<file path="src/stage_ram.sv">
// Dual-port RAM with one-cycle registered read and optional lane write; holds samples, taps and bias
`timescale 1ns/10ps

module stage_ram #(
  parameter int WIDTH  = 32,
  parameter int DEPTH  = 128,
  parameter int LANE_W = 32
) (
  input  logic                     clk,
  input  logic                     wr_vld,
  input  logic [$clog2(DEPTH)-1:0] wr_address,
  input  logic [WIDTH-1:0]         wr_data,
  input  logic                     lane_vld,
  input  logic [2:0]               lane_sel,
  input  logic                     rd_vld,
  input  logic [$clog2(DEPTH)-1:0] rd_address,
  output logic [WIDTH-1:0]         rd_data
);

  localparam int LANES = WIDTH / LANE_W;

  logic [WIDTH-1:0] mem [DEPTH];

  // Full word wins; a lane write takes its value from the low lane of wr_data
  always_ff @(posedge clk) begin
    if (wr_vld) begin
      mem[wr_address] <= wr_data;
    end else if (lane_vld) begin
      mem[wr_address][lane_sel*LANE_W +: LANE_W] <= wr_data[LANE_W-1:0];
    end
  end

  always_ff @(posedge clk) begin
    if (rd_vld) begin
      rd_data <= mem[rd_address];
    end
  end

  lane_in_range : assert property (@(posedge clk) lane_vld |-> (int'(lane_sel) < LANES))
    else $error("Lane write outside the word, lane_sel %0d", lane_sel);

endmodule

</file>
<file path="config.mk">
export PLATFORM = sky130hd
export DESIGN_NAME = stage_ram
export DESIGN_NICKNAME = d
export VERILOG_FILES = /design/src/stage_ram.sv
export SDC_FILE = /design/constraint.sdc
export NUM_CORES = 2
export LEC_CHECK = 0
export BUFFER_PORTS_ARGS = -buffer_cell sky130_fd_sc_hd__buf_2
export CAP_MARGIN = 10
export CORE_MARGIN = 3
export CORE_UTILIZATION = 51
export CTS_BUF_LIST = sky130_fd_sc_hd__clkbuf_4 sky130_fd_sc_hd__clkbuf_8
export CTS_CLUSTER_DIAMETER = 100
export DETAILED_ROUTE_END_ITERATION = 16
export PLACE_DENSITY_LB_ADDON = 0.15
export SKIP_LAST_GASP = 1
export SYNTH_ARGS = -nofsm -noshare
export SYNTH_HDL_FRONTEND = slang
export SYNTH_SLANG_ARGS = --single-unit
</file>
<file path="constraint.sdc">
create_clock -name clk -period 4.6 [get_ports clk]
set_input_delay 1.15 -clock clk [delete_from_list [all_inputs] [get_ports clk]]
set_output_delay 1.15 -clock clk [all_outputs]
set_load 0.02 [all_outputs]
</file>
==> qor.yml <==
status: "complete, no violations"
synthXorXnorAreaFrac: 0
via_count: 72202
syn_nets: 6072
hold_violations: 0
dp.cells: 10275
drive_above_1_share: 0.411
postSynthCellCount: 6017
grt_pass1_vias: 73003
cp-end-kind: "output port"
cts-resized-gates: 0
synth_warnings: 0
htreeDepth: 6
drc: 0
crit_path_max_incr_delay_ns: 0.81
finalPower_mw: 75.9
crit_family: "flip-flops"
p_comb_frac: 0.056
rows: 202
yosysTopAreaCell: "edfxtp_1"
avgViaCountPerCell: 6.27
synth_cell_types: 19
p_leak_nw: 55.9
setup_viol: 0
grt_first_pass_wirelength_um: 565000
drv_cap: 0
min_period_ns: 3.45
synthSimpleGateAreaFrac: 0.00424
async_reset_ff_frac: 0
synth_edf_count: 4128
dp_slack_ns: 0.0153
final_max_slew_viol_count: 0
post-cts-setup-buffers: 0
power_switching_mw: 16.9
cts_buffers: 657
wl_um: 397000
wl_per_cell_um: 34.5
vdd_drop_max_v: 0.000328
critical_path.max_fanout: 12
netlist_area_um2: 157000
post-synth-top-count-cell: "edfxtp_1"
synth_area_leaders: "edfxtp_1 79%, mux4_2 19%, clkbuf_1 0.51%"
relSlewSlack: 0.132
crit_buf_inv: 1
cts.clk_slew.worst_paths_ns: 0.06
cp_cell_sequence: "buf_2"
avgSynthCellArea_um2: 26.0
synth.yosys.seq_area_share: 0.791
die-area_um2: 314000
clk_path_buf_depth: 4
port_buffers: 84
drtPass1Iterations: 5
cts.sinks: 4128
first_iter_violations: 9947
clkPwrFrac: 0.394
cp-start-kind: "flop"
gp_congestion: 0.855
cts_root_buffer: "clkbuf_8"
p_int_mw: 59.0
fin_crit_sh: 0.749
ys_seq_elements: 4128
cp.depth: 1
synth_adder_area_share: 0.000160
tightest_slew_ns: 1.30
antenna_found_initial: 56
path_class: "flop to output port"
synth_top_area_share: 0.791
die_w_um: 560
crit_slowest_cell: "edfxtp_1"
ctsHoldBuffers: 0
p_seq_frac: 0.550
fmax_mhz: 290
synth.top_cells.by_count: "4,128 x edfxtp_1, 1,344 x mux4_2, 212 x clkbuf_1"
grt-ovfl-total: 0
ios: 85
initial_utilization: 0.515
synth_top_family_by_area: "multiplexers"
synth_compound_area_frac: 0.0000559
fin_util: 0.592
power_density_nw_per_um2: 421
cts_tree: "yes"
clock_latency_ns: 1.19
dp_hpwl_um: 240000
core_um2: 304000
timing.hold.ws_ns: 0.520
syn_to_final_growth_pct: 15.0
layout.nets: 6909
swShare: 0.222
rsz0062_at_grt: "no"
synth_flop_cell: "edfxtp_1"
critPathRequiredTime_ns: 3.45
grt_util_all_layers: 0.255
grt_max_degree: 129
dieHeight_um: 560
min_path_type: "input port to flop"
arrival_ns: 2.30
r2r_cells: 4
synth_mux_area_frac: 0.195
stdcell_count: 11519
finalClockSkew_ns: 0.0544
holdPathStages: 1
worst_slack_ns: 1.15
drtAntennaViolNets: 0
fillers: 21289
-- worst paths after layout --
check	slack, ns	from	endpoint
setup / recovery	1.15	rd_data[18]	rd_data[18]
hold / removal	0.52	wr_data[20]	mem[101][20]
setup reg to reg	1.80	mem[71][18]	rd_data[18]
hold reg to reg	1.22	mem[78][13]	rd_data[13]
-- state kept, by name (all words and copies together), names as in the netlist --
| signal | cells |
|---|---|
| rd_data | 32 |
| mem | 4096 |
-- final cells by class --
cell class / count / area (µm²) / area share
flip-flops and latches: 4128 / 124000 / 0.688
repair buffers: 522 / 6170 / 0.0342
multi-input cells: 1542 / 32300 / 0.179
clock inverters: 285 / 1650 / 0.00918
diodes: 73 / 183 / 0.00101
inverters: 3 / 11.3 / 0.0000625
clock buffers: 886 / 10800 / 0.0601
well taps: 4080 / 5100 / 0.0283
-- layout by cell type (no fill, tap or decap), drive strengths merged --
master	count
clkinv	234
nand3	9
clkbuf	886
nor2	132
mux4	1344
nand4b	1
diode	73
edfxtp	4128
clkinvlp	13
buf	522
nand3b	3
nand2	9
ha	2
a31o	1
inv	33
bufinv	8
nand4	2
nor2b	6
mux2	32
nor4b	1
-- routing by layer --
layer  share of wire  track usage
met4           0.032       0.0818
met3            0.10       0.0645
met1            0.41        0.388
met5        0.000048            0
met2            0.45        0.367
-- cells by family (layout without fill, tap and decap cells) --
family | count (synthesis) | after routing
AOI/OAI and AO/OA | 1 | 1
adders and majority gates | 2 | 2
buffers and inverters | 347 | 1696
DFF | 4128 | 4128
muxes | 1376 | 1376
other | 0 | 73
and+or+nand+nor | 163 | 163
-- power by group through the flow --
stage | combinational, mW | sequential (mW) | clock, mW
final | 4.27 | 41.7 | 29.9
after global routing | 4.48 | 41.7 | 32.3
after CTS | 4.30 | 41.7 | 30.5
after detailed placement | 4.30 | 42.5 | 0
after global placement | 4.25 | 42.5 | 0
after floorplan | 2.28 | 42.5 | 0
-- stage by stage --
| stage | setup TNS, ns | area [µm²] |
|---|---|---|
| CTS | 0 | 180000 |
| global route | 0 | 180000 |
| detailed placement | 0 | 168000 |
| floorplan | -1.47 | 157000 |
| finish | 0 | 180000 |
| global placement | -0.00939 | 168000 |
No activity file was read; power rests on OpenSTA's default activity.
