--- src/lms_stage_pkg.sv ---
// Shared word types, memory request structs and constants of the LMS first stage; import with ::*
package lms_stage_pkg;

  // ------------------------------
  // Stage constants
  // ------------------------------
  localparam int TAPS = 6;
  localparam int DATA_AW = 7;
  localparam int TAP_AW = 4;
  localparam int BIAS_AW = 5;
  // Rows 12..15 of tap memory hold one error word per phase
  localparam logic [TAP_AW-1:0] ERR_ROW_BASE = 4'd12;
  localparam int MU_SHIFT = 8;
  // Read strobe to write-back, in cycles
  localparam int UPDATE_LAT = 5;
  localparam int BIAS_LAT = 4;

  // Sample, tap, bias and error values
  typedef logic signed [31:0] word_t;

  // One tap row, v0 sits in the low word
  typedef struct packed {
    word_t v5;
    word_t v4;
    word_t v3;
    word_t v2;
    word_t v1;
    word_t v0;
  } tap_lanes_t;

  // RAM view and per-tap view of the same tap-memory word
  typedef union packed {
    logic [TAPS*32-1:0] raw;
    tap_lanes_t         taps;
  } tap_row_u;

  // ------------------------------
  // Memory requests
  // ------------------------------
  typedef struct packed {
    logic               wr_vld;
    logic [DATA_AW-1:0] wr_address;
    logic               rd_vld;
    logic [DATA_AW-1:0] rd_address;
  } data_mem_req_t;

  typedef struct packed {
    logic              wr_vld;
    logic [TAP_AW-1:0] wr_address;
    logic              lane_vld;
    logic [2:0]        lane_sel;
    logic              rd_vld;
    logic [TAP_AW-1:0] rd_address;
  } tap_mem_req_t;

  typedef struct packed {
    logic               wr_vld;
    logic [BIAS_AW-1:0] wr_address;
    logic               rd_vld;
    logic [BIAS_AW-1:0] rd_address;
  } bias_mem_req_t;

  // ------------------------------
  // Sequencer side
  // ------------------------------
  typedef struct packed {
    logic               vld;
    logic [DATA_AW-1:0] addr;
    word_t              value;
  } sample_wr_t;

  typedef struct packed {
    logic       vld;
    logic [1:0] phase;
    word_t      value;
  } error_wr_t;

  typedef struct packed {
    logic               active_normal;
    logic               start;
    logic [DATA_AW-1:0] data_addr;
    logic [TAP_AW-1:0]  tap_addr;
    logic               update_first;
    logic               update_latch;
    logic [1:0]         phase_read;
    logic [BIAS_AW-1:0] bias_wr_addr;
  } filter_cmd_t;

endpackage

--- src/stage_mem_ctrl.sv ---
// Stage control; turns sequencer and error strobes into memory requests and times the write-back
`timescale 1ns/10ps

module stage_mem_ctrl
  import lms_stage_pkg::*;
(
  input  logic          clk,
  input  logic          reset,
  input  filter_cmd_t   cmd,
  input  sample_wr_t    sample_wr,
  input  error_wr_t     error_wr,
  output data_mem_req_t data_req,
  output tap_mem_req_t  tap_req,
  output bias_mem_req_t bias_req,
  output word_t         data_wr_data,
  output word_t         lane_wr_data,
  output logic          upd_first,
  output logic          upd_vld,
  output logic          out_vld_in,
  output logic          out_first_in
);

  logic [TAP_AW-1:0] tap_rd_addr;
  logic [TAP_AW-1:0] err_wr_row;
  logic              upd_strobe;

  // Registered part of the strobe line
  logic [UPDATE_LAT:1] upd_q;
  // Full strobe line, entry k is the update read strobe k cycles ago
  logic [UPDATE_LAT:0] upd_line;
  // Row addresses travelling with the strobe
  logic [TAP_AW-1:0]   addr_line [1:UPDATE_LAT];

  // ------------------------------
  // Sample memory
  // ------------------------------
  always_comb begin
    data_req.wr_vld     = sample_wr.vld;
    data_req.wr_address = sample_wr.addr;
    data_req.rd_vld     = cmd.active_normal;
    data_req.rd_address = cmd.data_addr;
  end

  assign data_wr_data = sample_wr.value;

  // ------------------------------
  // Tap memory
  // ------------------------------
  // Error row of the read phase on the first update read, tap row otherwise
  assign tap_rd_addr = cmd.update_first ? ERR_ROW_BASE + {2'b00, cmd.phase_read}
                                        : cmd.tap_addr;
  assign err_wr_row  = ERR_ROW_BASE + {2'b00, error_wr.phase};

  // Rows read here are written back after the update pipeline
  assign upd_strobe = cmd.update_latch & ~cmd.update_first;
  assign upd_line   = {upd_q, upd_strobe};

  always_ff @(posedge clk) begin
    if (reset) begin
      upd_q <= '0;
      for (int k = 1; k <= UPDATE_LAT; k++) begin
        addr_line[k] <= '0;
      end
    end else begin
      upd_q        <= upd_line[UPDATE_LAT-1:0];
      addr_line[1] <= tap_rd_addr;
      for (int k = 2; k <= UPDATE_LAT; k++) begin
        addr_line[k] <= addr_line[k-1];
      end
    end
  end

  always_comb begin
    tap_req.rd_vld     = cmd.active_normal;
    tap_req.rd_address = tap_rd_addr;
    // Write-back owns the address; the RAM then ignores the lane strobe
    tap_req.wr_vld     = upd_line[UPDATE_LAT];
    tap_req.wr_address = upd_line[UPDATE_LAT] ? addr_line[UPDATE_LAT] : err_wr_row;
    tap_req.lane_vld   = error_wr.vld;
    tap_req.lane_sel   = 3'd0;
  end

  assign lane_wr_data = error_wr.value;

  // ------------------------------
  // Bias memory
  // ------------------------------
  always_comb begin
    bias_req.rd_vld     = cmd.active_normal;
    bias_req.rd_address = BIAS_AW'(cmd.tap_addr);
    bias_req.wr_vld     = upd_line[BIAS_LAT];
    // Address taken live from the sequencer at write time
    bias_req.wr_address = cmd.bias_wr_addr;
  end

  // Flags lined up with the RAM read data
  always_ff @(posedge clk) begin
    if (reset) begin
      upd_first    <= 1'b0;
      out_vld_in   <= 1'b0;
      out_first_in <= 1'b0;
    end else begin
      upd_first    <= cmd.active_normal & cmd.update_first;
      out_vld_in   <= cmd.active_normal;
      out_first_in <= cmd.active_normal & cmd.start;
    end
  end

  assign upd_vld = upd_line[1];

  // Sequencer must keep error writes clear of write-back slots
  wb_err_overlap : assert property (@(posedge clk) disable iff (reset)
      !(upd_line[UPDATE_LAT] && error_wr.vld))
    else $error("Tap write-back and error write in the same cycle");

endmodule

--- config.mk ---
export PLATFORM = sky130hd
export DESIGN_NAME = stage_mem_ctrl
export DESIGN_NICKNAME = d
export VERILOG_FILES = /design/src/lms_stage_pkg.sv /design/src/stage_mem_ctrl.sv
export SDC_FILE = /design/constraint.sdc
export NUM_CORES = 1
export LEC_CHECK = 0
export ABC_CLOCK_PERIOD_IN_PS = 1500
export BUFFER_PORTS_ARGS = -buffer_cell sky130_fd_sc_hd__buf_2
export CAP_MARGIN = 20
export CORE_AREA = 2 2 81 83
export CTS_BUF_LIST = sky130_fd_sc_hd__clkbuf_8
export CTS_CLUSTER_DIAMETER = 200
export DETAILED_ROUTE_END_ITERATION = 7
export DIE_AREA = 0 0 83 85
export PLACE_DENSITY_LB_ADDON = 0.25
export SYNTH_ARGS = -nofsm -noshare
export SYNTH_HDL_FRONTEND = slang
export SYNTH_SLANG_ARGS = --single-unit
--- constraint.sdc ---
create_clock -name clk -period 1.5 [get_ports clk]
set_clock_uncertainty 0.05 [all_clocks]
set_input_delay 0.15 -clock clk [delete_from_list [all_inputs] [get_ports clk]]
set_output_delay 0.15 -clock clk [all_outputs]
set_load 0.01 [all_outputs]
==> impl_metrics.csv, run 1 <==
group,metric,value,unit
worst_setup_path,critPathKind,"flop to primary output",
timing,worst_slack,0.125,ns
logic_synthesis,synth_cell_types,13,
worst_hold_path,min_to,"out_first_in",
clock_network,holdBufCountCts,0,
timing,tns,0,ns
floorplanning,fp.coreArea,6200,sq um
layout,drive_gt1_share,43.0,%
pwr,combPwrFrac,8.5,%
floorplanning,die-area,7060,sq um
placement,hpwl,1900,um
worst_setup_path,r2r_slack,0.91,ns
placement,place_ws,0.386,ns
timing,fin_crit_sh,91.7,%
timing,rsz0062_at_grt,"false",
logic_synthesis,yosys.area.top_type_share,46.6,%
logic_synthesis,syn_area,1580,sq um
floorplanning,fp.dieH,85,um
status,status,"completed",
worst_setup_path,r2r_end,"upd_q[2]",
placement,routabilityCongestion,0.592,
logic_synthesis,ys_top_cells_by_area,"buf_4 47%, dfxtp_1 35%, nor2b_1 9.1%, mux2_4 1.9%, nor2b_4 1.7%",
worst_setup_path,worstPathMaxFanout,5,
worst_setup_path,reg2reg_depth,1,
routing,routed_wl,2300,um
clock_network,insertion_delay,0.26,ns
worst_hold_path,min_path_type,"primary input to flop",
logic_synthesis,synth_mux_area_share,3.33,%
worst_setup_path,start_kind,"flop",
worst_setup_path,reg2reg_from,"upd_q[1]",
worst_setup_path,crit_family,"flip-flops",
clock_network,post_cts_buffers,0,
global_route,grt_pass1_wl,3310,um
logic_synthesis,synth_top_cell_by_area,"buf_4",
global_route,grtUsageTotal,5.89,%
logic_synthesis,yosysWarnings,0,
pwr,p_leak,0.515,nW
worst_setup_path,critPathSlowestCell,"dfxtp_1",
clock_network,path_clk_slew,0.09,ns
clock_network,htree_levels,1,
floorplanning,num_io_pins,209,
worst_setup_path,crit_path_end_kind,"primary output",
logic_synthesis,synth_compound_area_share,0,%
layout,diodes,0,
pwr,clkPwrFrac,33.3,%
logic_synthesis,yosysSeqAreaShare,35.5,%
routing,drt_iter0_drc,3,
logic_synthesis,synth-simple-area-share,13.8,%
clock_network,root_buffer,"clkbuf_8",
floorplanning,die_x,83,um
clock_network,cts.path.max_buffers,2,
worst_setup_path,path_cells,"mux2_2 -> buf_2",
logic_synthesis,syn_avg_cell_area,9.58,sq um
routing,vias_per_cell,3.46,
timing,period_needed,1.38,ns
pwr,pwr-share-seq,58.3,%
logic_synthesis,synthCells,165,
logic_synthesis,synth_fa_ha_area_share,0,%
global_route,grt_max_degree,26,
worst_hold_path,hp-start,"cmd[20]",
pwr,swShare,20.1,%
timing,report.final.slew_viol_count,0,
routing,drtAntennaViolNets,0,
run,maxCapViolCount,0,
clock_network,cts_buffers,3,
placement,port_buffers,34,
floorplanning,initial_core_util,25.5,%
routing,vias,637,
pwr,ir_drop,0.000272,V
routing,post_drt_wl_per_cell,12.5,um
pwr,switching_power,0.266,mW
logic_synthesis,synth_top_family_by_area,"buffers and inverters",
layout,synthToLayoutAreaGrowth,-25.7,%
timing,finalSetupViolCount,0,
logic_synthesis,synth_xor_xnor_area_share,0,%
global_route,grt-ovfl-total,0,
timing,max_freq,0.727,GHz
layout,fin_nets,207,
clock_network,clock_sinks,28,
worst_setup_path,critPathArrivalTime,1.18,ns
worst_hold_path,whs_path_depth,2,
global_route,grt_pass1_vias,630,
logic_synthesis,ys_ff_latch,28,
worst_setup_path,slowest_delay,0.42,ns
routing,dr.pass1.iters,2,
pwr,p_int,1.06,mW
worst_setup_path,required,1.30,ns
routing,drcViolationCount,0,
global_route,grt_antenna_before_repair,0,
clock_network,cts-resized-gates,0,
floorplanning,std_cell_rows,29,
layout,nFillCells,688,
pwr,power_density,1130,nW/um^2
timing,hold_viol,0,
clock_network,tritoncts,"yes",
worst_setup_path,path_buf_inv,1,
[layout make-up]
class,count,area [sq um],area share [%]
Tap cell,77,96.3,8.20
Sequential cell,28,561,47.7
Timing Repair Buffer,35,178,15.1
Multi-Input combinational cell,40,285,24.3
Clock buffer,4,55.1,4.69
[power by group through the flow]
stage / registers (mW) / clock network (mW) / logic, mW
final: 0.773 / 0.441 / 0.112
after global routing: 0.777 / 0.481 / 0.123
after CTS: 0.773 / 0.459 / 0.114
after detailed placement: 0.791 / 0 / 0.114
after global placement: 0.790 / 0 / 0.113
after floorplan: 0.792 / 0 / 0.315
[per-layer routing]
layer | vias to the layer above | track usage [%] | routed length, um
li1 | 279 | - | -
met1 | 256 | 4.39 | 662
met2 | 84 | 9.82 | 1120
met3 | 18 | 4.96 | 425
met4 | 0 | 4.32 | 94
met5 | - | 0 | 0
[state kept, by name, indices dropped and copies added, names as in the netlist]
signal        flops
addr_line        20
out_first_in      1
out_vld_in        1
upd_first         1
upd_q             5
[cell usage after synthesis]
| cell | count |
|---|---|
| and2_1 | 1 |
| and2_2 | 1 |
| buf_2 | 2 |
| buf_4 | 98 |
| conb_1 | 1 |
| dfxtp_1 | 28 |
| mux2_2 | 2 |
| mux2_4 | 2 |
| nand2b_1 | 2 |
| nor2b_1 | 23 |
| nor2b_4 | 2 |
| nor3b_1 | 1 |
| or2_1 | 2 |
[layout by cell type (no fill, tap or decap), drive strengths merged]
master and n:
buf 35, nor3b 1, conb 4, or2 2
nand2b 2, and2 2, dfxtp 28, mux2 4
clkbuf 4, nor2b 25
[how the worst max path moves through the flow]
stage / startpoint / to / slack [ns] / cells past startpoint
CTS: upd_q[5] / tap_req[10] / 0.08 / 2
global placement: upd_q[5] / tap_req[10] / 0.38 / 2
global route: upd_q[5] / tap_req[10] / 0.04 / 2
detailed placement: upd_q[5] / tap_req[10] / 0.39 / 2
finish: upd_q[5] / tap_req[10] / 0.12 / 2
floorplan: upd_q[5] / tap_req[10] / 0.56 / 1
[cell families (layout without fill, tap and decap cells)]
kind of cell	Yosys count	after routing
buffers and inverters	100	39
other	1	4
AND/OR/NAND/NOR	32	32
flip-flops	28	28
multiplexers	4	4
[metrics by stage]
| stage | instance area [sq um] | hold WS [ns] | util (%) | std cells | power (mW) |
|---|---|---|---|---|---|
| after global routing | 1170 | 0.0381 | 18.9 | 184 | 1.38 |
| after floorplan | 1590 | 0.172 | - | 168 | 1.11 |
| final | 1170 | 0.0336 | 18.9 | 184 | 1.33 |
| after CTS | 1170 | 0.0270 | 18.9 | 184 | 1.35 |
| after global placement | 1120 | 0.250 | 18.0 | 180 | 0.903 |
| after detailed placement | 1120 | 0.250 | 18.0 | 180 | 0.905 |
Note: power is estimated with default switching activity, not from simulation.
==> run 2: changes to the inputs <==
- CTS_BUF_LIST: sky130_fd_sc_hd__clkbuf_8 -> sky130_fd_sc_hd__clkbuf_4
==> run 2 against run 1 <==
Compared with the run above: global-route usage is 0.16 points higher; sequential share of layout area is 0.41 points higher; critical path type unchanged; clock power is 33% lower; largest power group unchanged; sequential cell count stayed put; critical endpoint unchanged.
==> impl_metrics.csv, run 2 (synthesis gave the netlist of run 1 again) <==
group,metric,value,unit
floorplanning,initial_core_util,25.5,%
clock_network,clock_sinks,28,
placement,routabilityCongestion,0.592,
routing,drcViolationCount,0,
routing,drtAntennaViolNets,0,
layout,layout_commonest_cell,"buf_2",
run,maxCapViolCount,0,
clock_network,insertion_delay,0.31,ns
layout,nFillCells,684,
layout,reg_top3,"addr_line (20), upd_q (5)",
placement,hpwl,1900,um
timing,fin_crit_sh,91.9,%
layout,synthToLayoutAreaGrowth,-26.1,%
floorplanning,std_cell_rows,29,
timing,period_needed,1.38,ns
placement,dpl.cell_count,180,
timing,max_freq,0.725,GHz
placement,port_buffers,34,
worst_setup_path,critPathArrivalTime,1.18,ns
floorplanning,fp.coreArea,6200,sq um
clock_network,root_buffer,"clkbuf_4",
routing,post_drt_wl_per_cell,12.5,um
timing,hold_viol,0,
routing,routed_wl,2330,um
routing,drt_iter0_drc,7,
timing,rsz0062_at_grt,"false",
timing,finalSetupViolCount,0,
layout,largest_reg_flops,20,
pwr,power_density,1020,nW/um^2
layout,mostFrequentLayoutCells,"34 x buf_2, 27 x dfxtp_1, 23 x nor2b_1",
worst_setup_path,crit_path_end_kind,"primary output",
pwr,ir_drop,0.000254,V
worst_setup_path,critPathKind,"flop to primary output",
clock_network,tritoncts,"yes",
routing,vias,644,
routing,dr.pass1.iters,2,
timing,report.final.slew_viol_count,0,
floorplanning,die-area,7060,sq um
clock_network,post_cts_buffers,0,
clock_network,cts_buffers,3,
worst_setup_path,worstPathMaxFanout,5,
routing,vias_per_cell,3.46,
layout,fin_cells,186,
floorplanning,fp.dieH,85,um
layout,utilization,18.8,%
global_route,grt_max_degree,26,
timing,hold-worst-slack,0.0415,ns
pwr,p_leak,0.510,nW
layout,multiInputGateArea,285,sq um
global_route,grtUsageTotal,6.05,%
status,status,"completed",
clock_network,htree_levels,1,
worst_hold_path,min_path_type,"primary input to flop",
global_route,grt_pass1_vias,641,
layout,drive_gt1_share,42.2,%
clock_network,path_clk_slew,0.13,ns
floorplanning,num_io_pins,209,
global_route,grt_antenna_before_repair,0,
clock_network,cts.path.max_buffers,2,
layout,seqCellArea,562,sq um
global_route,grt-ovfl-total,0,
layout,fin_nets,209,
global_route,grt_pass1_wl,3360,um
layout,diodes,0,
layout,top_register,"addr_line",
timing,tns,0,ns
worst_setup_path,start_kind,"flop",
floorplanning,die_x,83,um
worst_setup_path,required,1.30,ns
[run 2: final timing paths]
kind / startpoint / endpoint / slack [ns] / cells after the start
worst max-delay path: upd_q[5] / tap_req[10] / 0.12 / 2
worst min-delay path: cmd[7] / upd_q[1] / 0.04 / 2
worst max register to register: upd_q[1] / upd_q[2] / 0.90 / 1
worst min register to register: addr_line[0][13] / addr_line[0][17] / 0.40 / 1
[run 2: worst max-delay path, stage by stage (launching register included)]
cell and delay [ns]:
dfxtp_2 0.40, mux2_2 0.34, buf_2 0.14
[run 2: timing repair]
action | CTS | global route
endpoints found under the setup margin | 0 | 2
gates resized for setup | 0 | 1
endpoints found under the hold margin | 2 | 0
hold buffers | 2 | 0
[run 2: layer usage]
metal | global-route usage, % | vias to the layer above | wire, um
met4 | 4.77 | 0 | 94
met2 | 9.82 | 84 | 1130
met1 | 4.51 | 257 | 668
met3 | 5.25 | 18 | 428
li1 | - | 285 | -
met5 | 0 | - | 0
[run 2: cell type report]
cell class                 count  share of cell area [%]
clock inverter                 1                   0.322
multi-input combinational     40                    24.4
timing repair buffer          37                    16.9
tap                           77                    8.25
sequential                    28                    48.1
clock buffer                   3                    1.93
[run 2: power by group]
group          internal [mW]  total [mW]  switching [mW]
registers              0.769       0.774         0.00461
logic                 0.0611       0.116          0.0550
clock network         0.0972       0.297           0.200
[run 2: through the flow]
stage | setup WS, ns | power (mW) | cell area [sq um]
2_1_floorplan | 0.563 | 1.11 | 1590
3_3_place_gp | 0.381 | 0.903 | 1120
3_5_place_dp | 0.386 | 0.905 | 1120
4_1_cts | 0.0159 | 1.20 | 1170
5_1_grt | 0.0423 | 1.24 | 1170
6_report | 0.121 | 1.19 | 1170
